**src/include/mlsd_config.svh**
```systemverilog
`ifndef MLSD_CONFIG_SVH
`define MLSD_CONFIG_SVH

// Frame geometry and arithmetic widths.
`define MLSD_LANES        8
`define MLSD_CODE_WIDTH   8
`define MLSD_TAP_WIDTH    8
`define MLSD_EST_DEPTH    4
`define MLSD_SEQ_LENGTH   3
`define MLSD_METRIC_WIDTH 14

// Frames of context needed around the centre frame.
`define MLSD_PAST_FRAMES   ((`MLSD_EST_DEPTH - 1 + `MLSD_LANES - 1) / `MLSD_LANES)
`define MLSD_FUTURE_FRAMES ((`MLSD_SEQ_LENGTH - 1 + `MLSD_LANES - 1) / `MLSD_LANES)
`define MLSD_FRAME_DEPTH   (`MLSD_PAST_FRAMES + `MLSD_FUTURE_FRAMES + 1)

`endif

```
**src/design/mlsdTypesPkg.sv**
```systemverilog
`include "mlsd_config.svh"

package mlsdTypesPkg;

	// Received ADC code, signed.
	typedef logic signed [`MLSD_CODE_WIDTH-1:0] codeT;

	// One tap of the channel estimate, signed.
	typedef logic signed [`MLSD_TAP_WIDTH-1:0] tapT;

	// A symbol is either +1 or -1.
	typedef logic signed [1:0] symbolT;

	// Sum of absolute errors over one hypothesis sequence.
	typedef logic [`MLSD_METRIC_WIDTH-1:0] metricT;

endpackage

```
**src/design/mlsdDecision.sv**
```systemverilog
`include "mlsd_config.svh"

module mlsdDecision (
	input  logic               clk,
	input  logic               arstN,
	input  logic               seqValid,
	input  mlsdTypesPkg::codeT hypSeq [2][`MLSD_LANES][`MLSD_SEQ_LENGTH],
	input  mlsdTypesPkg::codeT rxSeq [`MLSD_LANES][`MLSD_SEQ_LENGTH],
	input  logic               centreBits [`MLSD_LANES],
	output logic               predictBits [`MLSD_LANES],
	output logic               outValid
);

	import mlsdTypesPkg::*;

	localparam int lanes  = `MLSD_LANES;
	localparam int seqLen = `MLSD_SEQ_LENGTH;

	// One bit wider than a code so the difference cannot overflow.
	typedef logic signed [`MLSD_CODE_WIDTH:0] diffT;

	metricT metric [2][lanes];
	logic   bitNext [lanes];

	// ##########################################################
	// Error metrics and choice
	// ##########################################################

	always_comb begin : errorMetrics
		diffT diff;
		for (int h = 0; h < 2; h++) begin
			for (int l = 0; l < lanes; l++) begin
				metric[h][l] = '0;
				for (int s = 0; s < seqLen; s++) begin
					diff = diffT'(hypSeq[h][l][s]) - diffT'(rxSeq[l][s]);
					metric[h][l] = metric[h][l] + (diff < 0 ? metricT'(-diff) : metricT'(diff));
				end
			end
		end
	end

	// A tie means the sequences carry no information, so the slicer stands.
	always_comb begin
		for (int l = 0; l < lanes; l++) begin
			if (metric[1][l] < metric[0][l]) begin
				bitNext[l] = 1'b1;
			end else if (metric[0][l] < metric[1][l]) begin
				bitNext[l] = 1'b0;
			end else begin
				bitNext[l] = centreBits[l];
			end
		end
	end

	always_ff @(posedge clk or negedge arstN) begin
		if (!arstN) begin
			outValid <= 1'b0;
			for (int l = 0; l < lanes; l++) begin
				predictBits[l] <= 1'b0;
			end
		end else begin
			outValid <= seqValid;
			if (seqValid) begin
				predictBits <= bitNext;
			end
		end
	end

endmodule

```
**config.mk**
```make
export PLATFORM = sky130hd
export DESIGN_NAME = mlsdDecision
export DESIGN_NICKNAME = d
export VERILOG_FILES = /design/src/design/mlsdTypesPkg.sv /design/src/design/mlsdDecision.sv
export VERILOG_INCLUDE_DIRS = /design/src /design/src/include
export SDC_FILE = /design/constraint.sdc
export NUM_CORES = 2
export LEC_CHECK = 0
export ABC_AREA = 0
export BUFFER_PORTS_ARGS = -buffer_cell sky130_fd_sc_hd__buf_2
export CAP_MARGIN = 25
export CORE_ASPECT_RATIO = 0.6
export CORE_MARGIN = 8
export CORE_UTILIZATION = 40
export DETAILED_ROUTE_END_ITERATION = 6
export PLACE_DENSITY = 0.64
export RECOVER_POWER = 25
export SETUP_SLACK_MARGIN = 0.5
export SYNTH_ARGS = -nofsm -noshare
export SYNTH_HDL_FRONTEND = slang
export SYNTH_SLANG_ARGS = --single-unit
```
**constraint.sdc**
```tcl
create_clock -name clk -period 0.8 [get_ports clk]
set_input_delay 0.12 -clock clk [delete_from_list [all_inputs] [get_ports clk]]
set_output_delay 0.12 -clock clk [all_outputs]
set_load 0.05 [all_outputs]
```
==> impl_metrics.toml <==
[worst_setup_path]
criticalPathCategory = "input pin to flip-flop"
crit_path_max_fanout = 4
crit_path_start = "hypSeq[304]"
critical_path_arrival_ns = 5.08
critical_path.startpoint_type = "input pin"
crit_path_max_cell_delay_ns = 0.56
r2r_start = "predictBits[5]$_DFFE_PN0P_"
cp_cell_sequence = "buf_2 -> inv_1 -> ha_1 -> inv_1 -> fa_2 -> a211oi_4 -> nor3b_2 -> o221ai_2 -> buf_4 -> o311ai_2 -> a31oi_1 -> xnor2_1 -> fa_1 -> inv_1 -> ha_1 -> or3_1 -> o31ai_2 -> xnor2_1 -> ha_1 -> nand4_1 -> buf_4 -> o41ai_1 -> o22ai_1"
cpMaxStageDelayCell = "fa_1"
timing.critical_path.required_ns = 0.94
critical_path.endpoint_type = "flip-flop"

[route]
drt_first_iter_violations = 2671
totalWireLength_um = 143000
ant_nets = 0
routed_via_density = 5.10
detail_route.wl_per_cell_um = 15.4
drt_first_pass_iters = 5
post-route-drc-count = 0
total_via_count_after_detailed_routing = 47100

[final_layout]
final_cell_mix = "1,594 x buf_4, 832 x inv_1, 696 x ha_1"
mostFrequentLayoutCell = "buf_4"
nets = 9478
n_fill_cell = 9402
layout-drive-gt1-share_pct = 33.9
area_growth_syn_to_layout_pct = 47.6

[pwr]
total_power_per_unit_cell_area_mw_per_mm2 = 3330
ir_worst_vdd_uv = 3250
static-leakage-power_nw = 31.8
total_power_w = 0.202

[yosys]
synth_top_family_by_area = "adder cells"
synth.mux.area_fraction_pct = 1.35
postSynth.topFlopCell = "dfrtp_1"
synth_adder_area_share_pct = 35.6
synth-async-reset-ratio_pct = 100
synthesis.yosys.warnings = 0
ys_seq_area_share_pct = 0.547
mappedNetlistArea_mm2 = 0.0411
synth_compound_area_share_pct = 21.5
ys_seq_elements = 9
synth_enable_flop_cells = 0
yosys.area_share.simple_pct = 19.1
number_of_standard_cells_after_synthesis = 5536
post_synth_xor_area_fraction_pct = 13.6
synth_cell_type_count = 79
syn_avg_cell_area_um2 = 7.43

[global_routing]
grt_first_pass_wirelength_um = 228000
first_global_vias = 46600
grt_max_degree = 12
antenna_found_initial = 16
gr-usage-all-layers_pct = 23.5
grt_remaining_overflow = 0

[place]
portBuffers = 595
dp_hpwl_um = 126000
globalplace.congestion = 0.940

[clock_network]
clkSlewWorstSetupHoldPaths_ns = 0.08
cts_root_buffer = "clkbuf_16"
htree_levels = 1
cts_inserted_buffers = 3
cts_tree = "built"
source_to_sink_clock_delay_at_the_later_pin_of_the_worst_skew_pair_ns = 0.28
clock_sink_count = 9
cts_max_path_bufs = 2

[sta]
timing.final.max_slew_violations = 0
worst_pin_slew_ns = 0.969
fmax_ghz = 0.203
final-hold-violation-count = 0
final-setup-viol-count = 17
finClkSkew_ns = 0
fin_ws_ns = -4.13
finalCritPeriodShare_pct = 617
max_slew_margin_pct = 34.6
finalCriticalPeriod_ns = 4.93
grt_setup_unrepaired = "true"
total_negative_setup_slacks_ns = -33.63

[die]
initial_core_util_pct = 40.2
boundaryPins = 596
fp.coreArea_mm2 = 0.102
fp.dieH_um = 264
fp.dieArea_mm2 = 0.114
fp.dieW_um = 430
placementRows = 91

[worst_hold_path]
hp-class = "input pin to asynchronous set/reset pin"

[run_status]
violations = "setup timing"
status = "complete, but fails checks"

[job]
cap_violations = 0
synth_stat cells, drive strengths merged (43+ instances only):
cell type,instances,area (um2)
o21ai,226,1130
nor3,154,771
or3,49,307
xor2,310,2720
a31oi,119,744
ha,736,9210
nand2b,71,444
a211oi,98,736
o21a,84,631
mux2i,52,521
inv,872,3270
fa,272,5450
o211ai,53,398
nand3,111,556
a21o,134,1010
nand4,47,294
o31ai,71,538
nand2,191,717
clkbuf,43,161
nor2b,92,576
a21oi,286,1430
xnor2,328,2870
nor2,613,2300
area by class of cell:
class	instances	area (um2)	share of cell area (%)
Multi-Input combinational cell	4802	40200	66.3
Sequential cell	9	235	0.387
Inverter	872	3310	5.45
Tap cell	1348	1690	2.78
Antenna cell	14	35.0	0.0577
Timing Repair Buffer	2195	15100	24.9
Clock buffer	4	78.8	0.130
sequential cells by signal, summed over array words and instances (netlist names):
register,flops
predictBits,8
outValid,1
kinds of logic after synthesis:
kind of cell | Yosys count
AND/OR/NAND/NOR | 1579
adder cells (fa/ha/maj) | 1008
flip-flops | 9
AO/OA/AOI/OAI | 1329
XOR/XNOR | 638
multiplexers | 55
other | 1
buffers and inverters | 917
metrics by stage:
stage,util [%],hold WS [ns],cell area [um2],cells,worst slack [ns]
after floorplan,-,-0.176,42700,5727,-3.90
after global placement,57.2,0.0867,58600,9139,-4.40
after detailed placement,57.2,0.0879,58600,9139,-4.44
after CTS,58.2,-0.234,59600,9191,-3.99
after global routing,59.3,0.0165,60700,9241,-4.40
final,59.3,0.00113,60700,9244,-4.13
layer usage:
| metal | wire (um) | part of all wire (%) | track usage (%) | vias up |
|---|---|---|---|---|
| li1 | - | - | - | 23900 |
| met1 | 68900 | 48 | 33.2 | 21900 |
| met2 | 63100 | 44 | 38.0 | 1058 |
| met3 | 7340 | 5.1 | 2.87 | 166 |
| met4 | 3260 | 2.3 | 5.66 | 4 |
| met5 | 23 | 0.016 | 0 | - |
worst max-delay path: cells and delay by family:
family	cells	cell delay, ns
AO/OA/AOI/OAI	7	1.73
XOR/XNOR	2	0.32
adder cells (fa/ha/maj)	5	1.62
buffers and inverters	6	0.60
AND/OR/NAND/NOR	3	0.66
repair_timing:
item                                    CTS  global route
endpoints found under the setup margin   18            17
resized for setup                       146           171
pin swaps                               149           177
cloned                                    1             0
endpoints found under the hold margin     9             9
setup buffers                            47            39
final timing paths:
path	depth (start not counted)	slack, ns	to
worst max-delay path	23	-4.13	predictBits[4]$_DFFE_PN0P_
worst min-delay path	2	0.001	outValid$_DFF_PN0_
worst max register to register	3	-0.11	predictBits[5]$_DFFE_PN0P_
worst min register to register	2	0.58	predictBits[7]$_DFFE_PN0P_
max in group asynchronous	2	0.23	predictBits[4]$_DFFE_PN0P_
min in group clk	2	0.19	outValid$_DFF_PN0_
power by group:
group	internal, W	switching (W)
Combinational	0.101	0.0987
Clock	0.000689	0.000590
Sequential	0.000706	0.000211
(Power assumes the default switching activity.)
