**src/include/mlsd_config.svh**
```systemverilog
`ifndef MLSD_CONFIG_SVH
`define MLSD_CONFIG_SVH

// Frame geometry and arithmetic widths.
`define MLSD_LANES        8
`define MLSD_CODE_WIDTH   8
`define MLSD_TAP_WIDTH    8
`define MLSD_EST_DEPTH    4
`define MLSD_SEQ_LENGTH   3
`define MLSD_METRIC_WIDTH 14

// Frames of context needed around the centre frame.
`define MLSD_PAST_FRAMES   ((`MLSD_EST_DEPTH - 1 + `MLSD_LANES - 1) / `MLSD_LANES)
`define MLSD_FUTURE_FRAMES ((`MLSD_SEQ_LENGTH - 1 + `MLSD_LANES - 1) / `MLSD_LANES)
`define MLSD_FRAME_DEPTH   (`MLSD_PAST_FRAMES + `MLSD_FUTURE_FRAMES + 1)

`endif

```
**src/design/mlsdTypesPkg.sv**
```systemverilog
`include "mlsd_config.svh"

package mlsdTypesPkg;

	// Received ADC code, signed.
	typedef logic signed [`MLSD_CODE_WIDTH-1:0] codeT;

	// One tap of the channel estimate, signed.
	typedef logic signed [`MLSD_TAP_WIDTH-1:0] tapT;

	// A symbol is either +1 or -1.
	typedef logic signed [1:0] symbolT;

	// Sum of absolute errors over one hypothesis sequence.
	typedef logic [`MLSD_METRIC_WIDTH-1:0] metricT;

endpackage

```
**src/design/mlsdFrameBuffer.sv**
```systemverilog
`include "mlsd_config.svh"

module mlsdFrameBuffer (
	input  logic               clk,
	input  logic               arstN,
	input  logic               inValid,
	input  mlsdTypesPkg::codeT codes [`MLSD_LANES],
	input  logic               estimateBits [`MLSD_LANES],
	output mlsdTypesPkg::codeT windowCodes [`MLSD_FRAME_DEPTH * `MLSD_LANES],
	output logic               windowBits [`MLSD_FRAME_DEPTH * `MLSD_LANES],
	output logic               frameValid
);

	import mlsdTypesPkg::*;

	localparam int lanes      = `MLSD_LANES;
	localparam int depth      = `MLSD_FRAME_DEPTH;
	localparam int countWidth = $clog2(depth + 1);

	// Frame 0 is the oldest, frame depth-1 the one strobed last.
	codeT frameCodes [depth][lanes];
	logic frameBits  [depth][lanes];

	logic [countWidth-1:0] fillCount;

	// ##########################################################
	// Frame history
	// ##########################################################

	always_ff @(posedge clk) begin
		if (inValid) begin
			for (int f = 0; f < depth - 1; f++) begin
				frameCodes[f] <= frameCodes[f + 1];
				frameBits[f]  <= frameBits[f + 1];
			end
			frameCodes[depth - 1] <= codes;
			frameBits[depth - 1]  <= estimateBits;
		end
	end

	// A decision needs full past and future context, so nothing is
	// released until the history holds depth frames.
	always_ff @(posedge clk or negedge arstN) begin
		if (!arstN) begin
			fillCount  <= '0;
			frameValid <= 1'b0;
		end else begin
			if (inValid && fillCount != countWidth'(depth)) begin
				fillCount <= fillCount + 1'b1;
			end
			frameValid <= inValid && (fillCount >= countWidth'(depth - 1));
		end
	end

	// Lane l of frame f is serial symbol f*lanes + l.
	always_comb begin
		for (int f = 0; f < depth; f++) begin
			for (int l = 0; l < lanes; l++) begin
				windowCodes[f * lanes + l] = frameCodes[f][l];
				windowBits[f * lanes + l]  = frameBits[f][l];
			end
		end
	end

endmodule

```
**config.mk**
```make
export PLATFORM = sky130hd
export DESIGN_NAME = mlsdFrameBuffer
export DESIGN_NICKNAME = d
export VERILOG_FILES = /design/src/design/mlsdTypesPkg.sv /design/src/design/mlsdFrameBuffer.sv
export VERILOG_INCLUDE_DIRS = /design/src /design/src/include
export SDC_FILE = /design/constraint.sdc
export NUM_CORES = 1
export LEC_CHECK = 0
export BUFFER_PORTS_ARGS = -buffer_cell sky130_fd_sc_hd__clkbuf_2
export CORE_MARGIN = 8
export CORE_UTILIZATION = 50
export DETAILED_ROUTE_END_ITERATION = 10
export MAX_ROUTING_LAYER = met4
export PLACE_DENSITY = 0.92
export SLEW_MARGIN = 0
export SYNTH_ARGS = -nofsm -noshare
export SYNTH_HDL_FRONTEND = slang
export SYNTH_SLANG_ARGS = --single-unit
```
**constraint.sdc**
```tcl
create_clock -name clk -period 3.2 [get_ports clk]
set_input_delay 0.48 -clock clk [delete_from_list [all_inputs] [get_ports clk]]
set_output_delay 0.48 -clock clk [all_outputs]
set_load 0.01 [all_outputs]
```
==> flow_summary_export.csv <==
group,metric,value,unit
worst_setup_path,rrSetupSlack,2020,ps
clock_tree,cts_tree,"yes",
worst_setup_path,crit_family,"flip-flops",
global_route,track_usage,0.169,
timing,rsz0062_at_grt,"no",
hold_path,min_to,"frameBits[0][22]$_DFFE_PP_",
clock_tree,cts-root-buf,"clkbuf_16",
drt,wire_per_inst,20.5,µm
floorplanning,core.rowCount,42,
power,clkPwrFrac,0.419,
timing,finalHoldViolations,0,
timing,post-route-min-period,1580,ps
hold_path,hp-start,"estimateBits[6]",
power,intPower,5.48,mW
synth,synth_mux_area_frac,0.00227,
power,pwr-share-seq,0.513,
worst_setup_path,critPathMaxStageDelay,450,ps
finish,drive_gt1_frac,0.596,
drt,drt_first_pass_iters,4,
clock_tree,cts_buffers,22,
global_route,antenna_found_initial,0,
floorplanning,die_width,131,µm
clock_tree,cts_buffer_depth,3,
clock_tree,ctsResizeCount,0,
drt,vias,3497,
finish,final_cells,738,
clock_tree,clk_latency,490,ps
power,pwr-share-comb,0.068,
timing,tightest_slew,728,ps
worst_setup_path,path_cells,"clkbuf_2",
synth,ys_seq_area_frac,0.991,
place,port_buffers,291,
clock_tree,cts_htree_levels,1,
worst_setup_path,crit_path_max_fanout,2,
synth,synth_simple_gate_area_frac,0.00321,
drt,drt_iter0_drc,194,
drt,drtAntennaViolNets,0,
clock_tree,cts.sinks,219,
timing,slew_viol_final,0,
floorplanning,dieHeight,131,µm
power,p_leak,3.84,nW
timing,slew_headroom,0.515,
floorplanning,pin_count,292,
drt,drc,0,
flow_run,cap_violations,0,
worst_setup_path,cp-start-kind,"register",
place,dp_hpwl,11300,µm
worst_setup_path,critPathKind,"register to output pin",
place,gp_congestion,0.803,
finish,nFillCells,782,
global_route,grt_overflow,0,
synth,synth_fp_nets,300,
hold_path,worstHoldPathCells,1,
worst_setup_path,rr_startpoint,"fillCount[0]$_DFFE_PN0P_",
status,outcome,"finished, final reports clean",
synth,syn_area_per_cell,29.5,µm²
synth,synth-seq-cells,219,
finish,syn2layout_area_growth,39.1,%
timing,setup_violations,0,
finish,fin_nets,622,
worst_setup_path,path_buf_inv,1,
power,p_sw,1.37,mW
global_route,grt_pass1_vias,3664,
synth,yosysWarnings,0,
timing,setup_tns,0,ps
hold_path,hp-class,"input pin to register",
clock_tree,clk_pin_slew,60,ps
drt,viasPerCell,4.74,
worst_setup_path,worst-r2r-cell-count,3,
clock_tree,cts_setup_buffers,0,
drt,routed_wirelength,15200,µm
synth,synth_fa_ha_area_frac,0.00189,
place,post-place-cells,697,
timing,fin_crit_sh,0.493,
clock_tree,holdBufCountCts,1,
power,power_density,744,mW/mm²
floorplanning,core_area,0.0131,mm²
finish,antenna_cells,0,
power,swShare,0.201,
worst_setup_path,crit_arrival,1100,ps
worst_setup_path,slowest_stage,"edfxtp_1",
timing,worst_clock_skew,8.90,ps
synth,yosys.cell_types.count,7,
synth,synth_xor_area_frac,0.00132,
power,peakVddDrop,0.553,mV
floorplanning,die-area,0.0172,mm²
floorplanning,initial_utilization,0.506,
synth,synth_compound_area_frac,0,
global_route,grt_pass1_wl,20600,µm
worst_setup_path,crit_path_end_kind,"output pin",
timing,fmax,634,MHz
synth,syn_area,0.00662,mm²
global_route,grt_max_degree,91,
worst_setup_path,crit_required,2720,ps
worst_setup_path,r2r-end,"fillCount[1]$_DFFE_PN0P_",
synth,synth_top_family_by_area,"simple AND/OR/NAND/NOR gates",
synth,netlist_instances,224,
-- cell families after synthesis --
kind of cell | Yosys count
xor gates and xnor gates | 1
adders and majority gates | 1
DFF | 219
muxes | 1
and+or+nand+nor | 2
-- layout make-up --
cell class	count	area, µm²	share of cell area
Clock inverter	15	250	0.0272
Sequential cell	219	6560	0.713
Tap cell	176	220	0.0239
Clock buffer	25	583	0.0633
Multi-Input combinational cell	5	57.6	0.00625
Timing Repair Buffer	298	1530	0.167
-- worst max path at each step --
stage / cells after the start / to / start / slack (ps)
global route: 1 / windowCodes[77] / frameCodes[0][77]$_DFFE_PP_ / 1580
finish: 1 / windowCodes[77] / frameCodes[0][77]$_DFFE_PP_ / 1620
global placement: 2 / frameCodes[0][9]$_DFFE_PP_ / inValid / 1420
floorplan: 3 / fillCount[1]$_DFFE_PN0P_ / fillCount[0]$_DFFE_PN0P_ / 2100
detailed placement: 2 / frameCodes[0][18]$_DFFE_PP_ / inValid / 1360
CTS: 1 / windowCodes[77] / frameCodes[0][77]$_DFFE_PP_ / 1590
-- registers in the layout, indices dropped and copies added (netlist names) --
register,count
frameValid,1
frameCodes,192
fillCount,2
frameBits,24
-- synthesized netlist by cell type (all sizes together) --
| cell | instances | area, µm² |
|---|---|---|
| and2 | 1 | 7.51 |
| dfrtp | 3 | 75.1 |
| ha | 1 | 12.5 |
| mux2 | 1 | 15.0 |
| nand2b | 1 | 13.8 |
| edfxtp | 216 | 6490 |
| xnor2 | 1 | 8.76 |
-- layout by cell type, fill, tap and decap left out --
cell type      instances
ha_1                   1
mux2_4                 1
clkinv_2               4
buf_4                  5
dfrtp_1                3
clkbuf_16             23
inv_6                  1
edfxtp_1             216
clkbuf_8               1
and2_2                 1
xnor2_1                1
clkbuf_1               2
nand2b_4               1
clkbuf_2             290
dlygate4sd3_1          1
bufinv_16              7
clkinv_1               3
buf_12                 1
-- per-stage QoR --
stage / worst slack [ps] / util / power [mW] / instance area, µm² / hold slack, ps
4_1_cts: 1590 / 0.703 / 6.91 / 9210 / 146
5_1_grt: 1580 / 0.703 / 7.06 / 9210 / 148
3_3_place_gp: 1420 / 0.639 / 4.02 / 8360 / 280
3_5_place_dp: 1360 / 0.639 / 4.05 / 8360 / 283
6_report: 1620 / 0.703 / 6.85 / 9210 / 167
2_1_floorplan: 2100 / - / 3.69 / 6620 / 184
-- routing by layer --
metal | global-route usage | part of all wire | wire (µm)
met5 | - | 0 | 0
met4 | 0.0513 | 0.023 | 348
met3 | 0.0550 | 0.12 | 1760
met2 | 0.290 | 0.51 | 7770
met1 | 0.182 | 0.35 | 5290
-- power by group through the flow --
stage | combinational (mW) | clock (mW) | sequential (mW)
after CTS | 0.475 | 2.92 | 3.52
after global placement | 0.458 | 0 | 3.56
after detailed placement | 0.473 | 0 | 3.57
final | 0.465 | 2.87 | 3.51
after global routing | 0.495 | 3.03 | 3.54
after floorplan | 0.0459 | 0 | 3.65
Note: power is estimated with default switching activity, not from simulation.
