## src/include/mlsd_config.svh

```systemverilog
`ifndef MLSD_CONFIG_SVH
`define MLSD_CONFIG_SVH

// Frame geometry and arithmetic widths.
`define MLSD_LANES        8
`define MLSD_CODE_WIDTH   8
`define MLSD_TAP_WIDTH    8
`define MLSD_EST_DEPTH    4
`define MLSD_SEQ_LENGTH   3
`define MLSD_METRIC_WIDTH 14

// Frames of context needed around the centre frame.
`define MLSD_PAST_FRAMES   ((`MLSD_EST_DEPTH - 1 + `MLSD_LANES - 1) / `MLSD_LANES)
`define MLSD_FUTURE_FRAMES ((`MLSD_SEQ_LENGTH - 1 + `MLSD_LANES - 1) / `MLSD_LANES)
`define MLSD_FRAME_DEPTH   (`MLSD_PAST_FRAMES + `MLSD_FUTURE_FRAMES + 1)

`endif

```

## src/design/mlsdTypesPkg.sv

```systemverilog
`include "mlsd_config.svh"

package mlsdTypesPkg;

	// Received ADC code, signed.
	typedef logic signed [`MLSD_CODE_WIDTH-1:0] codeT;

	// One tap of the channel estimate, signed.
	typedef logic signed [`MLSD_TAP_WIDTH-1:0] tapT;

	// A symbol is either +1 or -1.
	typedef logic signed [1:0] symbolT;

	// Sum of absolute errors over one hypothesis sequence.
	typedef logic [`MLSD_METRIC_WIDTH-1:0] metricT;

endpackage

```

## src/design/mlsdSeqEstimator.sv

```systemverilog
`include "mlsd_config.svh"

module mlsdSeqEstimator (
	input  logic               clk,
	input  logic               arstN,
	input  logic               frameValid,
	input  mlsdTypesPkg::codeT windowCodes [`MLSD_FRAME_DEPTH * `MLSD_LANES],
	input  logic               windowBits [`MLSD_FRAME_DEPTH * `MLSD_LANES],
	input  mlsdTypesPkg::tapT  taps [`MLSD_EST_DEPTH],
	output mlsdTypesPkg::codeT hypSeq [2][`MLSD_LANES][`MLSD_SEQ_LENGTH],
	output mlsdTypesPkg::codeT rxSeq [`MLSD_LANES][`MLSD_SEQ_LENGTH],
	output logic               centreBits [`MLSD_LANES],
	output logic               seqValid
);

	import mlsdTypesPkg::*;

	localparam int lanes      = `MLSD_LANES;
	localparam int estDepth   = `MLSD_EST_DEPTH;
	localparam int seqLen     = `MLSD_SEQ_LENGTH;
	localparam int winLength  = `MLSD_FRAME_DEPTH * `MLSD_LANES;
	localparam int centreBase = `MLSD_PAST_FRAMES * `MLSD_LANES;
	localparam int sumWidth   = `MLSD_TAP_WIDTH + $clog2(estDepth) + 1;
	localparam int codeMax    = (1 << (`MLSD_CODE_WIDTH - 1)) - 1;
	localparam int codeMin    = -(1 << (`MLSD_CODE_WIDTH - 1));

	typedef logic signed [sumWidth-1:0] sumT;

	symbolT winSym [winLength];
	sumT    tapExt [estDepth];
	codeT   hypNext [2][lanes][seqLen];

	function automatic codeT saturate(input sumT value);
		if (value > codeMax) begin
			return codeT'(codeMax);
		end
		if (value < codeMin) begin
			return codeT'(codeMin);
		end
		return codeT'(value);
	endfunction

	always_comb begin
		for (int i = 0; i < winLength; i++) begin
			winSym[i] = windowBits[i] ? symbolT'(1) : symbolT'(-1);
		end
		for (int k = 0; k < estDepth; k++) begin
			tapExt[k] = sumT'(taps[k]);
		end
	end

	// ##########################################################
	// Hypothesis sequences
	// ##########################################################

	// Hypothesis 0 forces the centre symbol to -1, hypothesis 1 to +1.
	always_comb begin : buildSequences
		int     pos;
		int     centre;
		sumT    acc;
		symbolT sym;
		for (int h = 0; h < 2; h++) begin
			for (int l = 0; l < lanes; l++) begin
				centre = centreBase + l;
				for (int s = 0; s < seqLen; s++) begin
					pos = centre + s;
					acc = '0;
					for (int k = 0; k < estDepth; k++) begin
						sym = (pos - k == centre) ? symbolT'(2 * h - 1) : winSym[pos - k];
						acc = acc + sym * tapExt[k];
					end
					hypNext[h][l][s] = saturate(acc);
				end
			end
		end
	end

	always_ff @(posedge clk) begin
		if (frameValid) begin
			hypSeq <= hypNext;
			for (int l = 0; l < lanes; l++) begin
				centreBits[l] <= windowBits[centreBase + l];
				for (int s = 0; s < seqLen; s++) begin
					rxSeq[l][s] <= windowCodes[centreBase + l + s];
				end
			end
		end
	end

	always_ff @(posedge clk or negedge arstN) begin
		if (!arstN) begin
			seqValid <= 1'b0;
		end else begin
			seqValid <= frameValid;
		end
	end

endmodule

```

## config.mk

```make
export PLATFORM = sky130hd
export DESIGN_NAME = mlsdSeqEstimator
export DESIGN_NICKNAME = d
export VERILOG_FILES = /design/src/design/mlsdTypesPkg.sv /design/src/design/mlsdSeqEstimator.sv
export VERILOG_INCLUDE_DIRS = /design/src /design/src/include
export SDC_FILE = /design/constraint.sdc
export NUM_CORES = 2
export LEC_CHECK = 0
export ABC_CLOCK_PERIOD_IN_PS = 900
export BUFFER_PORTS_ARGS = -buffer_cell sky130_fd_sc_hd__buf_2
export CORE_MARGIN = 5
export CORE_UTILIZATION = 56
export DETAILED_ROUTE_END_ITERATION = 10
export PLACE_DENSITY_LB_ADDON = 0.12
export SLEW_MARGIN = 30
export SYNTH_ARGS = -nofsm -noshare
export SYNTH_HDL_FRONTEND = slang
export SYNTH_SLANG_ARGS = --single-unit
```

## constraint.sdc

```tcl
create_clock -name clk -period 0.9 [get_ports clk]
set_clock_uncertainty 0.05 [all_clocks]
set_input_delay 0 -clock clk [delete_from_list [all_inputs] [get_ports clk]]
set_output_delay 0 -clock clk [all_outputs]
set_load 0.01 [all_outputs]
```

==> results of run 1 <==
[logic make-up after synthesis]
| family | count (synthesis) | synth area share (%) |
|---|---|---|
| adders and majority gates | 1826 | 40.40 |
| AOI/OAI and AO/OA | 1703 | 14.85 |
| buffers and inverters | 1524 | 8.498 |
| and+or+nand+nor | 1087 | 6.671 |
| xor gates and xnor gates | 771 | 9.473 |
| DFF | 473 | 19.50 |
| muxes | 41 | 0.6116 |
[routing by layer]
| metal | GRT overflow | GRT usage, % |
|---|---|---|
| met1 | 1 | 68.21 |
| met2 | 2 | 84.16 |
| met3 | 16 | 48.38 |
| met4 | 5 | 55.67 |
| met5 | 0 | 31.16 |
[stage by stage]
stage	TNS (ns)	area, um2	hold WS (ns)	util [%]	setup WS [ns]
after floorplan	-1464.75	77330	-0.3456	-	-4.480
after global placement	-1700.84	99230	-0.2738	76.73	-4.789
after detailed placement	-1747.04	99230	-0.2707	76.73	-4.839
after CTS	-1707.79	107000	-0.2355	82.73	-3.939
[repair_timing]
| item | 4_1_cts |
|---|---|
| hold buffers | 126 |
| pin swaps | 501 |
| endpoints found under the setup margin | 969 |
| buffers inserted | 195 |
| gates resized for setup | 701 |
| hold endpoints to repair | 430 |
[cell usage after synthesis (11+ instances only)]
cell,n,area (um2)
inv_1,1311,4921
ha_1,950,11890
fa_1,876,17540
nor2_1,592,2222
a21oi_1,590,2953
xnor2_1,560,4905
edfxtp_1,472,14170
o21ai_0,284,1421
a21o_1,250,1877
xor2_1,199,1743
nand2_1,155,581.8
o21bai_1,147,1104
o21a_1,144,1081
buf_4,115,863.3
nand2b_1,78,488.0
nor3_1,78,390.4
clkbuf_1,58,217.7
nor2b_1,56,350.3
a211oi_1,36,270.3
o31ai_1,32,240.2
mux2i_1,31,310.3
a31oi_1,29,181.4
nand3_1,25,125.1
or2_2,18,112.6
and3_1,17,106.4
buf_2,17,85.08
o21ai_1,16,80.08
or3_1,16,100.1
buf_1,15,56.30
a22oi_1,14,105.1
o211ai_1,14,105.1
o22ai_1,13,81.33
o221ai_1,12,105.1
o41ai_1,12,105.1
a2111oi_0,11,96.34
a31o_2,11,96.34
==> flow_metrics.tcl, run 1 <==
set metrics [dict create \
    seq_area_frac_synth_pct 19.50 \
    start_util_pct 56.32 \
    syn-cell-area_mm2 0.07283 \
    synth_seq_cells 473 \
    overflow 24 \
    io_pins 836 \
    outcome "stopped before the end" \
    place_inst 11930 \
    rows 132 \
    clockBufferDepth 3 \
    die_y_um 370.6 \
    worst_endpoint "hypSeq[221]$_SDFFCE_PN1P_/D" \
    grt_usage_pct 65.67 \
    io_buffer_count 712 \
    cts_htree_levels 2 \
    synth_cell_type_count 92 \
    clock_tree.root_cell "clkbuf_16" \
    chipWidth_um 370.6 \
    syn_nets 9502 \
    synthCells 7425 \
    cts_sinks 473 \
    place.gp.congestion 1.035 \
    antenna_found_initial 52 \
    yosysWarnings 0 \
    ys.flop_type "edfxtp_1" \
    avgSynthCellArea_um2 9.808 \
    cts_buffers 46 \
    lastStage "global routing (5_1_grt)" \
    grt_max_degree 44 \
    stop_error "[ERROR GRT-0232] Routing congestion too high. Check the congestion heatmap in the GUI." \
    dp_hpwl_um 235700 \
    synth-edff-count 472 \
    endpoint_type "register data pin" \
    synthArstFlopShare_pct 0.2114 \
]
==> inputs of run 2 (changes only) <==
--- a/config.mk
+++ b/config.mk
@@ -9,9 +9,9 @@
 export ABC_CLOCK_PERIOD_IN_PS = 900
 export BUFFER_PORTS_ARGS = -buffer_cell sky130_fd_sc_hd__buf_2
 export CORE_MARGIN = 5
-export CORE_UTILIZATION = 56
+export CORE_UTILIZATION = 40
 export DETAILED_ROUTE_END_ITERATION = 10
-export PLACE_DENSITY_LB_ADDON = 0.12
+export PLACE_DENSITY_LB_ADDON = 0.15
 export SLEW_MARGIN = 30
 export SYNTH_ARGS = -nofsm -noshare
 export SYNTH_HDL_FRONTEND = slang
==> run 2 against run 1 <==
The flow now finishes, with violations (negative hold slack, negative setup slack). Synthesized cell count unchanged. Synthesized area unchanged.
==> flow_metrics.tcl, run 2 <==
set metrics [dict create \
    synthArstFlopShare_pct 0.2114 \
    crit_arrival_ns 5.19 \
    antenna_found_initial 25 \
    io_buffer_count 712 \
    final_common_cell "buf_4" \
    synth.most_common_cell "inv_1" \
    cts_sinks 473 \
    rows 156 \
    regMostFlops "hypSeq" \
    yosysWarnings 0 \
    cts_buffers 51 \
    postRouteAntennaNets 0 \
    place.gp.congestion 0.9790 \
    syn-cell-area_mm2 0.07283 \
    drv_cap 0 \
    largest_reg_flops 384 \
    synth_seq_cells 473 \
    final_cell_mix "buf_4 (2311), inv_1 (1173), fa_1 (812), ha_1 (748), buf_2 (686)" \
    min_path_type "in -> reg" \
    cp-start-kind "input port" \
    first_pass_iters 5 \
    cts_tree "done" \
    fin_nets 12720 \
    drive_above_1_share_pct 43.02 \
    die_area_mm2 0.1907 \
    failed_checks "negative hold slack, negative setup slack" \
    worstPathRequired_ns 1.26 \
    place_inst 12610 \
    synth_cell_type_count 92 \
    synth_top_area_share_pct 24.08 \
    finalHoldViolations 3 \
    chipWidth_um 436.7 \
    grt_pass1_wl_um 428000 \
    dp_hpwl_um 249800 \
    top_regs "hypSeq x384, rxSeq x80, centreBits x8" \
    avgRoutedWirePerCell_um 22.63 \
    core_area_mm2 0.1809 \
    vias 65960 \
    seq_area_frac_synth_pct 19.50 \
    grt_max_degree 47 \
    setup_viol 992 \
    avgSynthCellArea_um2 9.808 \
    min_period_ns 4.822 \
    syn_nets 9502 \
    critPathCaptureType "flip-flop" \
    cts_htree_levels 2 \
    dp_slack_ns -4.920 \
    synthCells 7425 \
    clk_pin_slew_ns 0.06 \
    worst_pin_slew_ns 0.9350 \
    yosys-top-cells-area "fa_1 (24%), edfxtp_1 (19%), ha_1 (16%)" \
    max_freq_mhz 207.4 \
    grt_usage_pct 30.06 \
    clock_tree.root_cell "clkbuf_16" \
    rsz0062_at_grt "true" \
    die_y_um 436.7 \
    setup_tns_ns -1600.20 \
    synthTopCellsByCount "inv_1 (1311), ha_1 (950), fa_1 (876)" \
    path_class "in -> reg" \
    crit_fanout 7 \
    ys.flop_type "edfxtp_1" \
    clockBufferDepth 3 \
    synth-edff-count 472 \
    vias_per_cell 5.050 \
    final.setup.worst_slack_ns -3.922 \
    outcome "finished with violations" \
    synth_area_leader_cell "fa_1" \
    io_pins 836 \
    fin_crit_sh_pct 535.8 \
    start_util_pct 40.25 \
    drc 0 \
    grt_pass1_vias 68380 \
    overflow 0 \
    timing.hold.ws_ns -0.08846 \
    drtIter0Drc 3381 \
    syn2layout_area_growth_pct 51.56 \
    drv_slew 0 \
    maxSlewHeadroom_pct 37.60 \
    wirelength_um 295500 \
    startpoint "taps[24]" \
    final_cells 13060 \
    critPathCapture "hypSeq[317]" \
]
## run 2: area by class of cell
type | count | area (um2)
antenna | 12 | 30.03
fill | 15360 | 70570
tap | 2370 | 2965
clock buffer | 58 | 1324
timing repair buffer | 3369 | 25810
clock inverter | 34 | 376.6
sequential | 473 | 14200
multi-input combinational | 5428 | 60640
inverter | 1317 | 5035
## run 2: logic make-up (layout without fill, tap and decap cells)
logic type	Yosys count	in the layout	share of synthesized area, %
AOI/OAI and AO/OA	1703	1703	14.85
DFF	473	473	19.50
other	0	12	0
adders and majority gates	1826	1826	40.40
and+or+nand+nor	1087	1087	6.671
buffers and inverters	1524	4778	8.498
xor gates and xnor gates	771	771	9.473
muxes	41	41	0.6116
## run 2: through the flow
| step | area, um2 | util (%) |
|---|---|---|
| 6_report | 110400 | 61.00 |
| 5_1_grt | 110400 | 60.99 |
| 4_1_cts | 105500 | 58.31 |
| 3_5_place_dp | 100500 | 55.54 |
| 3_3_place_gp | 100500 | 55.54 |
| 2_1_floorplan | 77330 | - |
## run 2: repair_timing
item,CTS,global route
pin swaps,148,487
gates cloned,0,1
endpoints found under the setup margin,969,1011
buffers inserted,41,157
hold buffers,166,1
gates resized for setup,243,717
hold endpoints to repair,551,3
## run 2: metal layers
layer / wire, um / part of all wire (%) / global-route usage [%]
met2: 141400 / 48 / 51.77
met4: 17320 / 5.9 / 13.14
met1: 119300 / 40 / 37.21
met3: 17480 / 5.9 / 4.968
met5: 77 / 0.026 / 0
## run 2: worst min-delay path by stage
stage	start	endpoint	slack [ns]	cells after the start
2_1_floorplan	arstN	seqValid	-0.35	0
3_3_place_gp	arstN	seqValid	-0.27	1
3_5_place_dp	arstN	seqValid	-0.27	1
4_1_cts	taps[24]	hypSeq[344]	-0.1	4
5_1_grt	taps[24]	hypSeq[344]	-0.06	4
6_report	taps[24]	hypSeq[344]	-0.09	4
## run 2: worst max-delay path, stage by stage
cell and delay [ns]:
buf_12 0.11, buf_6 0.13, buf_12 0.14, clkinvlp_4 0.13
buf_6 0.12, nand2_4 0.06, fa_2 0.39, inv_2 0.08
ha_4 0.13, fa_2 0.46, ha_4 0.31, inv_2 0.03
o21bai_1 0.15, a21oi_2 0.09, o21bai_1 0.16, a21oi_2 0.08
buf_4 0.16, xnor2_4 0.18, fa_1 0.44, ha_2 0.18
or3_4 0.35, o31ai_4 0.34, o21ai_2 0.11, xnor2_2 0.24
xnor2_2 0.15, a31oi_4 0.34, o21ai_1 0.09
Power of run 2 is not shown: default switching activity piles up to over one toggle a cycle in this logic, so the estimate is an artifact.
