===== config.mk =====
export PLATFORM = sky130hd
export DESIGN_NAME = mlsdTapStore
export DESIGN_NICKNAME = d
export VERILOG_FILES = /design/src/design/mlsdTypesPkg.sv /design/src/design/mlsdTapPkg.sv /design/src/design/mlsdTapStore.sv
export VERILOG_INCLUDE_DIRS = /design/src /design/src/include
export SDC_FILE = /design/constraint.sdc
export NUM_CORES = 1
export LEC_CHECK = 0
export BUFFER_PORTS_ARGS = -buffer_cell sky130_fd_sc_hd__buf_2
export CORE_MARGIN = 2
export CORE_UTILIZATION = 47
export CTS_CLUSTER_SIZE = 40
export DETAILED_ROUTE_END_ITERATION = 10
export PLACE_DENSITY_LB_ADDON = 0.2
export SLEW_MARGIN = 20
export SYNTH_ARGS = -nofsm -noshare
export SYNTH_HDL_FRONTEND = slang
export SYNTH_SLANG_ARGS = --single-unit

===== constraint.sdc =====
create_clock -name clk -period 0.9 [get_ports clk]
set_input_delay 0.09 -clock clk [delete_from_list [all_inputs] [get_ports clk]]
set_output_delay 0.09 -clock clk [all_outputs]
set_load 0.005 [all_outputs]

===== src/include/mlsd_config.svh =====
`ifndef MLSD_CONFIG_SVH
`define MLSD_CONFIG_SVH

// Frame geometry and arithmetic widths.
`define MLSD_LANES        8
`define MLSD_CODE_WIDTH   8
`define MLSD_TAP_WIDTH    8
`define MLSD_EST_DEPTH    4
`define MLSD_SEQ_LENGTH   3
`define MLSD_METRIC_WIDTH 14

// Frames of context needed around the centre frame.
`define MLSD_PAST_FRAMES   ((`MLSD_EST_DEPTH - 1 + `MLSD_LANES - 1) / `MLSD_LANES)
`define MLSD_FUTURE_FRAMES ((`MLSD_SEQ_LENGTH - 1 + `MLSD_LANES - 1) / `MLSD_LANES)
`define MLSD_FRAME_DEPTH   (`MLSD_PAST_FRAMES + `MLSD_FUTURE_FRAMES + 1)

`endif


===== src/design/mlsdTypesPkg.sv =====
`include "mlsd_config.svh"

package mlsdTypesPkg;

	// Received ADC code, signed.
	typedef logic signed [`MLSD_CODE_WIDTH-1:0] codeT;

	// One tap of the channel estimate, signed.
	typedef logic signed [`MLSD_TAP_WIDTH-1:0] tapT;

	// A symbol is either +1 or -1.
	typedef logic signed [1:0] symbolT;

	// Sum of absolute errors over one hypothesis sequence.
	typedef logic [`MLSD_METRIC_WIDTH-1:0] metricT;

endpackage


===== src/design/mlsdTapPkg.sv =====
`include "mlsd_config.svh"

package mlsdTapPkg;

	// Number of taps in the channel estimate.
	localparam int tapCount = `MLSD_EST_DEPTH;

	typedef logic [$clog2(tapCount)-1:0] tapAddrT;

endpackage


===== src/design/mlsdTapStore.sv =====
`include "mlsd_config.svh"

module mlsdTapStore (
	input  logic                  clk,
	input  logic                  arstN,
	input  logic                  tapWrite,
	input  mlsdTapPkg::tapAddrT   tapAddr,
	input  mlsdTypesPkg::tapT     tapData,
	output mlsdTypesPkg::tapT     taps [mlsdTapPkg::tapCount]
);

	import mlsdTapPkg::*;

	// ##########################################################
	// Estimate registers
	// ##########################################################

	// Tap k weighs the symbol k positions before the current one.
	always_ff @(posedge clk or negedge arstN) begin
		if (!arstN) begin
			for (int k = 0; k < tapCount; k++) begin
				taps[k] <= '0;
			end
		end else if (tapWrite) begin
			taps[tapAddr] <= tapData;
		end
	end

endmodule


==> impl_metrics.yaml, run 1 <==
detailed_routing:
  vias: 800
  drt-pass1-iter-count: 2
  wire_per_inst_um: 14.6
  drc_errors: 0
  drt_wl_total_um: 2360
  drt-initial-drc-count: 1
  detail-route-antenna-nets: 0
  via_per_inst: 4.97
floorplan:
  die_width_um: 54.8
  design.core.area_um2: 2450
  start_util: 0.494
  die_area_um2: 3000
  boundaryPins: 45
  fp-row-count: 18
  die_h_um: 54.8
cells_and_area:
  n_fill_cell: 202
  antenna_cells: 0
  multi_input_area_um2: 415
  largest_reg_flops: 32
  largest-register: "taps"
  fin_util: 0.669
  fin_area_um2: 1640
  drive_gt1_frac: 0.733
  regArea_um2: 801
  largestRegisters: "taps x32"
  syn2layout_area_growth_pct: 35.5
  final_cells: 161
  layout.nets: 143
global_routing:
  grt_max_degree: 20
  antenna_found_initial: 0
  grtUsageTotal: 0.184
  grt_pass1_vias: 772
  grt_pass1_wl_um: 3570
  overflow: 0
synth:
  syn_area_per_cell_um2: 17.8
  yosysWarnings: 0
  synth_edf_count: 0
  synthArstFlopShare: 1.00
  seq_area_frac_synth: 0.660
  synth_top_family_by_area: "multiplexers"
  synthDistinctLibCells: 5
  yosys.area_share.simple: 0.0423
  syn-num-nets: 81
  synthAdderAreaFrac: 0
  syn-cell-area_um2: 1210
  synth_xor_area_frac: 0
  synth_compound_area_frac: 0
  postSynthCellCount: 68
  synth_top_cell_by_area: "dfrtp_1"
  ys_top_cells_by_area: "dfrtp_1 66%, mux2_2 30%, nand3b_2 1.9%"
  synth_common_cells: "32 x dfrtp_1, 32 x mux2_2, 2 x nand3b_2"
  ys_ff_latch: 32
  synthDominantCellAreaShare: 0.660
  synth-main-ff-cell: "dfrtp_1"
  synth_mux_area_frac: 0.297
setup_path:
  startpoint_type: "flip-flop"
  crit_buf_inv: 1
  cp_data_required_time_ps: 810
  cp.arrival_ps: 850
  critPathTopFamily: "flip-flops"
  path_class: "flip-flop to output pin"
  rr_startpoint: "taps[3]$_DFFE_PN0P_"
  cp_max_fo: 2
  critPathMaxStageDelay_ps: 400
  startpoint: "taps[3]$_DFFE_PN0P_"
  slowest_stage: "dfrtp_1"
  cp-end-kind: "output pin"
  crit_chain: "buf_2"
min_path:
  hp-class: "input pin to flip-flop"
  hold_start: "tapData[0]"
outcome:
  status: "finished, violations left"
  violations: "setup timing"
clock_tree:
  clock-root-buffer: "clkbuf_4"
  cts.htree.levels: 2
  clk_latency_ps: 320
  cts_tree: "built"
  cts.sinks: 32
  clkTransAtPathRegs_ps: 90
  cts_buffers: 5
  cts_max_path_buffers: 2
power:
  p_total_mw: 3.46
  p_per_area_nw_per_um2: 2100
  peakVddDrop_mv: 1.82
  static-leakage-power_nw: 0.808
placed_design:
  post-place-ws_ps: -205
  io_buffers: 44
  dpl-instance-area_um2: 1530
  hpwl_um: 1750
  gp_congestion: 0.636
  dp.cells: 146
timing:
  relSlewSlack: 0.782
  finalCritPeriodShare: 1.05
  layout_min_cycle_time_ps: 944
  rsz0062_at_grt: "true"
  fin_ws_ps: -44.3
  fmax_mhz: 1060
  setup_viol: 32
  drv_slew: 0
  finClkSkew_ps: 0
  tightest_slew_ps: 326
  finalHoldViolCount: 0
flow_run:
  maxCapViolCount: 0
[metal layers]
metal / track usage / part of all wire / wire [um] / vias to the layer above
li1: - / - / - / 370
met2: 0.294 / 0.50 / 1170 / 32
met1: 0.203 / 0.41 / 959 / 392
met5: 0 / 0 / 0 / -
met4: 0.100 / 0.021 / 50 / 0
met3: 0.0820 / 0.073 / 172 / 6
[repair_timing]
action                                  CTS  global route
hold buffers                              1             0
resized for setup                         1             0
buffers inserted                          5             1
hold endpoints to repair                 32             0
endpoints found under the setup margin   32            34
[logic make-up (layout without fill, tap and decap cells)]
| kind of cell | count (synthesis) | after routing |
|---|---|---|
| buffers and inverters | 0 | 63 |
| DFF | 32 | 32 |
| muxes | 32 | 32 |
| and+or+nand+nor | 4 | 4 |
[where the power goes]
group	switching [mW]	internal, mW
Sequential	0.128	1.71
Combinational	0.293	0.500
Clock	0.442	0.385
Total	0.862	2.59
[final cells by class]
cell class | count | share of cell area
Tap cell | 30 | 0.0228
Clock buffer | 8 | 0.0358
Multi-Input combinational cell | 36 | 0.253
Sequential cell | 32 | 0.487
Timing Repair Buffer | 55 | 0.201
[stage by stage]
stage               hold WS, ps  TNS [ps]
detailed placement         8.81     -4970
global placement           7.86     -4450
floorplan                  -206      -102
CTS                        17.8     -1380
finish                     33.6      -734
global route               21.9     -2340
[path summary, 6_finish.rpt]
kind	slack (ps)	cells past startpoint	end
worst max-delay path	-40	1	taps[3]
max in group asynchronous	310	3	taps[13]$_DFFE_PN0P_
min in group asynchronous	180	2	taps[31]$_DFFE_PN0P_
worst min-delay path	30	2	taps[0]$_DFFE_PN0P_
worst min register to register	500	1	taps[22]$_DFFE_PN0P_
worst max register to register	10	2	taps[3]$_DFFE_PN0P_
[cell usage in the layout (no fill, tap or decap)]
master and n:
nor3b_4 1, buf_4 8, dfrtp_1 32, dlygate4sd3_1 1, mux2_2 31, clkbuf_1 2, nand3_2 1, mux2_4 1
clkbuf_4 5, buf_12 2, clkbuf_8 1, nand3b_2 2, buf_2 44
No activity file was read; power rests on OpenSTA's default activity.
==> run 2: changes to the inputs <==
--- a/config.mk
+++ b/config.mk
@@ -8,10 +8,11 @@
 export LEC_CHECK = 0
 export BUFFER_PORTS_ARGS = -buffer_cell sky130_fd_sc_hd__buf_2
 export CORE_MARGIN = 2
-export CORE_UTILIZATION = 47
+export CORE_UTILIZATION = 43
 export CTS_CLUSTER_SIZE = 40
 export DETAILED_ROUTE_END_ITERATION = 10
 export PLACE_DENSITY_LB_ADDON = 0.2
+export RECOVER_POWER = 100
 export SLEW_MARGIN = 20
 export SYNTH_ARGS = -nofsm -noshare
 export SYNTH_HDL_FRONTEND = slang
==> constraint.sdc (replaced) <==
create_clock -name clk -period 0.8 [get_ports clk]
set_input_delay 0.04 -clock clk [delete_from_list [all_inputs] [get_ports clk]]
set_output_delay 0.04 -clock clk [all_outputs]
set_load 0.005 [all_outputs]
==> run 2 against run 1 <==
  * The run still ends with setup timing left
  * Worst hold slack improved by 230 ps
  * Core utilization decreased by 3.7 points
  * Global-route usage shrank 1.3 points
  * Cell area up 4.3%
  * Clock skew did not move
  * Critical path depth did not move
  * Critical path type unchanged
  * Critical endpoint is now taps[17]
  * Largest cell class unchanged
==> impl_metrics.yaml, run 2 (synthesized netlist as in run 1, its figures left out) <==
placed_design:
  dpl-instance-area_um2: 1520
  io_buffers: 44
  gp_congestion: 0.691
clock_tree:
  clkTransAtPathRegs_ps: 90
  cts.htree.levels: 2
  clock-root-buffer: "clkbuf_4"
  cts_tree: "built"
  cts_buffers: 5
  clk_latency_ps: 320
  cts.sinks: 32
  cts_max_path_buffers: 2
detailed_routing:
  drt-initial-drc-count: 10
  drc_errors: 0
  wire_per_inst_um: 14.4
  vias: 826
  detail-route-antenna-nets: 0
  drt-pass1-iter-count: 4
  drt_wl_total_um: 2420
  via_per_inst: 4.92
setup_path:
  cp-end-kind: "output pin"
  cp.arrival_ps: 860
  crit_cells: 1
  crit_chain: "buf_2"
  cp_data_required_time_ps: 760
  critPathTopFamily: "flip-flops"
  startpoint_type: "flip-flop"
  critPathMaxStageDelay_ps: 410
  slowest_stage: "dfrtp_1"
  cp_max_fo: 2
  r2r_cells: 2
  path_class: "flip-flop to output pin"
  crit_buf_inv: 1
floorplan:
  fp-row-count: 19
  die_width_um: 57.1
  start_util: 0.447
  die_h_um: 57.1
  die_area_um2: 3260
  design.core.area_um2: 2710
  boundaryPins: 45
power:
  static-leakage-power_nw: 0.842
  p_per_area_nw_per_um2: 2290
  peakVddDrop_mv: 1.87
cells_and_area:
  final_common_cell: "buf_2"
  layout.nets: 149
  largestRegisters: "taps x32"
  multi_input_area_um2: 423
  regArea_um2: 801
  mostFrequentLayoutCells: "43 x buf_2, 32 x dfrtp_1, 29 x mux2_2, 9 x dlygate4sd3_1, 6 x clkbuf_4"
  syn2layout_area_growth_pct: 41.3
  largest-register: "taps"
  n_fill_cell: 217
  fin_util: 0.632
  drive_gt1_frac: 0.693
  fin_area_um2: 1710
  antenna_cells: 0
  largest_reg_flops: 32
timing:
  layout_min_cycle_time_ps: 904
  fmax_mhz: 1110
  finalHoldViolCount: 0
  fin_ws_ps: -104
  relSlewSlack: 0.719
  tightest_slew_ps: 422
  rsz0062_at_grt: "true"
  drv_slew: 0
  finClkSkew_ps: 0
  setup_viol: 37
  finalCritPeriodShare: 1.13
min_path:
  whs_path_depth: 3
  hp-class: "input pin to flip-flop"
flow_run:
  maxCapViolCount: 0
global_routing:
  grtUsageTotal: 0.170
  grt_pass1_wl_um: 4010
  overflow: 0
  grt_max_degree: 33
  antenna_found_initial: 0
  grt_pass1_vias: 821
outcome:
  violations: "setup timing"
  status: "finished, violations left"
[run 2: layer usage]
layer	share of wire	vias up	GRT usage	wire, um
li1	-	386	-	-
met1	0.44	403	0.229	1070
met2	0.46	32	0.250	1110
met3	0.076	5	0.0726	184
met4	0.017	0	0.0598	42
met5	0	-	0	0
[run 2: power by group]
part / internal (mW) / switching [mW]
combinational: 0.588 / 0.326
clock: 0.418 / 0.523
sequential: 1.92 / 0.150
total: 2.93 / 0.999
[run 2: path summary, 6_finish.rpt]
kind	endpoint	slack [ps]	startpoint
max in group asynchronous	taps[7]$_DFFE_PN0P_	210	arstN
min in group asynchronous	taps[12]$_DFFE_PN0P_	290	arstN
max	taps[17]	-100	taps[17]$_DFFE_PN0P_
max reg2reg	taps[29]$_DFFE_PN0P_	-80	taps[29]$_DFFE_PN0P_
min	taps[21]$_DFFE_PN0P_	260	tapWrite
min reg2reg	taps[12]$_DFFE_PN0P_	510	taps[12]$_DFFE_PN0P_
[run 2: what timing repair did]
action / 4_1_cts / 5_1_grt
hold buffers: 9 / 0
resized for setup: 1 / 4
hold endpoints to repair: 64 / 0
gates cloned: 0 / 0
buffers inserted: 3 / 2
setup endpoints to repair: 32 / 37
[run 2: worst register-to-register path: cells and delay by family (launching register included)]
kind	cells	cell delay, ps
muxes	1	240
buffers and inverters	1	130
DFF	1	400
[run 2: cell type report]
class                           instances  area share
Sequential cell                        32       0.467
Multi-Input combinational cell         36       0.247
Timing Repair Buffer                   61       0.227
Clock buffer                            6      0.0299
Tap cell                               31      0.0226
Clock inverter                          2     0.00584
[run 2: through the flow]
stage / power, mW / TNS, ps / setup slack [ps] / hold slack [ps] / cells
global route: 4.20 / -4660 / -159 / 256 / 168
floorplan: 2.43 / -502 / -62.7 / -256 / 68
detailed placement: 2.91 / -6020 / -235 / 8.92 / 146
global placement: 2.88 / -5500 / -221 / 4.42 / 146
finish: 3.93 / -2780 / -104 / 261 / 168
CTS: 3.96 / -3490 / -133 / 184 / 166
==> run 3: changes to the inputs <==
--- a/config.mk
+++ b/config.mk
@@ -13,6 +13,7 @@
 export DETAILED_ROUTE_END_ITERATION = 10
 export PLACE_DENSITY_LB_ADDON = 0.2
 export RECOVER_POWER = 100
+export SETUP_SLACK_MARGIN = 0.02
 export SLEW_MARGIN = 20
 export SYNTH_ARGS = -nofsm -noshare
 export SYNTH_HDL_FRONTEND = slang
==> run 3 against run 2 <==
  * The run still ends with setup timing left
  * Power up 1.4%
  * Sequential power about the same
  * Die area unchanged
  * Maximum frequency down 0.87%
  * Cell count unchanged
  * First-iteration DRC count up 10%
  * Global-route usage unchanged
  * Largest power group unchanged
==> impl_metrics.yaml, run 3 (synthesized netlist as in run 1, its figures left out) <==
outcome:
  status: "finished, violations left"
  violations: "setup timing"
timing:
  tightest_slew_ps: 420
  relSlewSlack: 0.720
  finClkSkew_ps: 0
  fmax_mhz: 1100
  finalCritPeriodShare: 1.14
  drv_slew: 0
  finalHoldViolCount: 0
  tns_ps: -3020
  setup_viol: 37
  layout_min_cycle_time_ps: 912
  hold_ws_ps: 266
  fin_ws_ps: -112
  rsz0062_at_grt: "true"
cells_and_area:
  n_fill_cell: 219
  drive_gt1_frac: 0.693
  mostFrequentLayoutCells: "43 x buf_2, 32 x dfrtp_1, 23 x mux2_2, 9 x mux2_4, 9 x dlygate4sd3_1"
  largestRegisters: "taps x32"
  largest-register: "taps"
  final_common_cell: "buf_2"
  regArea_um2: 801
  antenna_cells: 0
  fin_area_um2: 1740
  largest_reg_flops: 32
  fin_util: 0.640
  syn2layout_area_growth_pct: 43.1
  layout.nets: 149
  multi_input_area_um2: 445
power:
  p_total_mw: 3.98
  static-leakage-power_nw: 0.872
  p_per_area_nw_per_um2: 2290
  peakVddDrop_mv: 1.89
detailed_routing:
  via_per_inst: 4.96
  drt-pass1-iter-count: 4
  detail-route-antenna-nets: 0
  drt-initial-drc-count: 11
  drc_errors: 0
  wire_per_inst_um: 14.8
  vias: 833
  drt_wl_total_um: 2490
placed_design:
  dpl-instance-area_um2: 1520
  io_buffers: 44
  gp_congestion: 0.691
clock_tree:
  cts.sinks: 32
  clock-root-buffer: "clkbuf_4"
  cts_buffers: 5
  cts.htree.levels: 2
  cts_tree: "built"
  clk_latency_ps: 330
  clkTransAtPathRegs_ps: 100
  cts_max_path_buffers: 2
floorplan:
  die_h_um: 57.1
  die_width_um: 57.1
  boundaryPins: 45
  design.core.area_um2: 2710
  start_util: 0.447
  die_area_um2: 3260
  fp-row-count: 19
setup_path:
  path_class: "flip-flop to output pin"
  critPathMaxStageDelay_ps: 410
  crit_chain: "buf_2"
  critPathTopFamily: "flip-flops"
  startpoint_type: "flip-flop"
  slowest_stage: "dfrtp_1"
  cp.arrival_ps: 870
  cp-end-kind: "output pin"
  cp_data_required_time_ps: 760
  crit_buf_inv: 1
  cp_max_fo: 2
flow_run:
  maxCapViolCount: 0
global_routing:
  grt_pass1_vias: 821
  grt_max_degree: 33
  grtUsageTotal: 0.170
  grt_pass1_wl_um: 4010
  overflow: 0
  antenna_found_initial: 0
min_path:
  hp-class: "input pin to flip-flop"
-- run 3: final cells by class --
class	count	share of cell area
Timing Repair Buffer	61	0.224
Multi-Input combinational cell	36	0.257
Clock inverter	2	0.00577
Tap cell	31	0.0224
Sequential cell	32	0.461
Clock buffer	6	0.0296
-- run 3: what timing repair did --
action / CTS / global route
endpoints found under the setup margin: 33 / 44
resized for setup: 1 / 10
hold endpoints to repair: 64 / 0
hold buffers: 9 / 0
setup buffers: 3 / 2
-- run 3: worst paths after layout --
path,startpoint,end,slack [ps],cells after the start
setup / recovery,taps[22]$_DFFE_PN0P_,taps[22],-110,1
hold / removal,tapWrite,taps[18]$_DFFE_PN0P_,270,3
setup reg to reg,taps[29]$_DFFE_PN0P_,taps[29]$_DFFE_PN0P_,-80,2
hold reg to reg,taps[12]$_DFFE_PN0P_,taps[12]$_DFFE_PN0P_,510,1
max in group asynchronous,arstN,taps[3]$_DFFE_PN0P_,220,3
min in group asynchronous,arstN,taps[12]$_DFFE_PN0P_,280,3
-- run 3: per-stage QoR --
stage | std cells | setup slack, ps
after CTS | 166 | -133
after floorplan | 68 | -62.7
after global routing | 168 | -159
after global placement | 146 | -221
final | 168 | -112
after detailed placement | 146 | -235
-- run 3: metal layers --
metal	wire length [um]	part of all wire	GRT usage	vias up
met5	0	0	0	-
met4	47	0.019	0.0598	0
met3	190	0.076	0.0726	7
met2	1120	0.45	0.250	32
met1	1130	0.45	0.229	411
li1	-	-	-	383
-- run 3: report_power, final --
| group | internal (mW) | leakage [nW] | switching [mW] | total, mW |
|---|---|---|---|---|
| Combinational | 0.621 | 0.455 | 0.332 | 0.953 |
| Sequential | 1.92 | 0.379 | 0.155 | 2.08 |
| Clock | 0.418 | 0.0380 | 0.535 | 0.952 |
| Total | 2.96 | 0.872 | 1.02 | 3.98 |
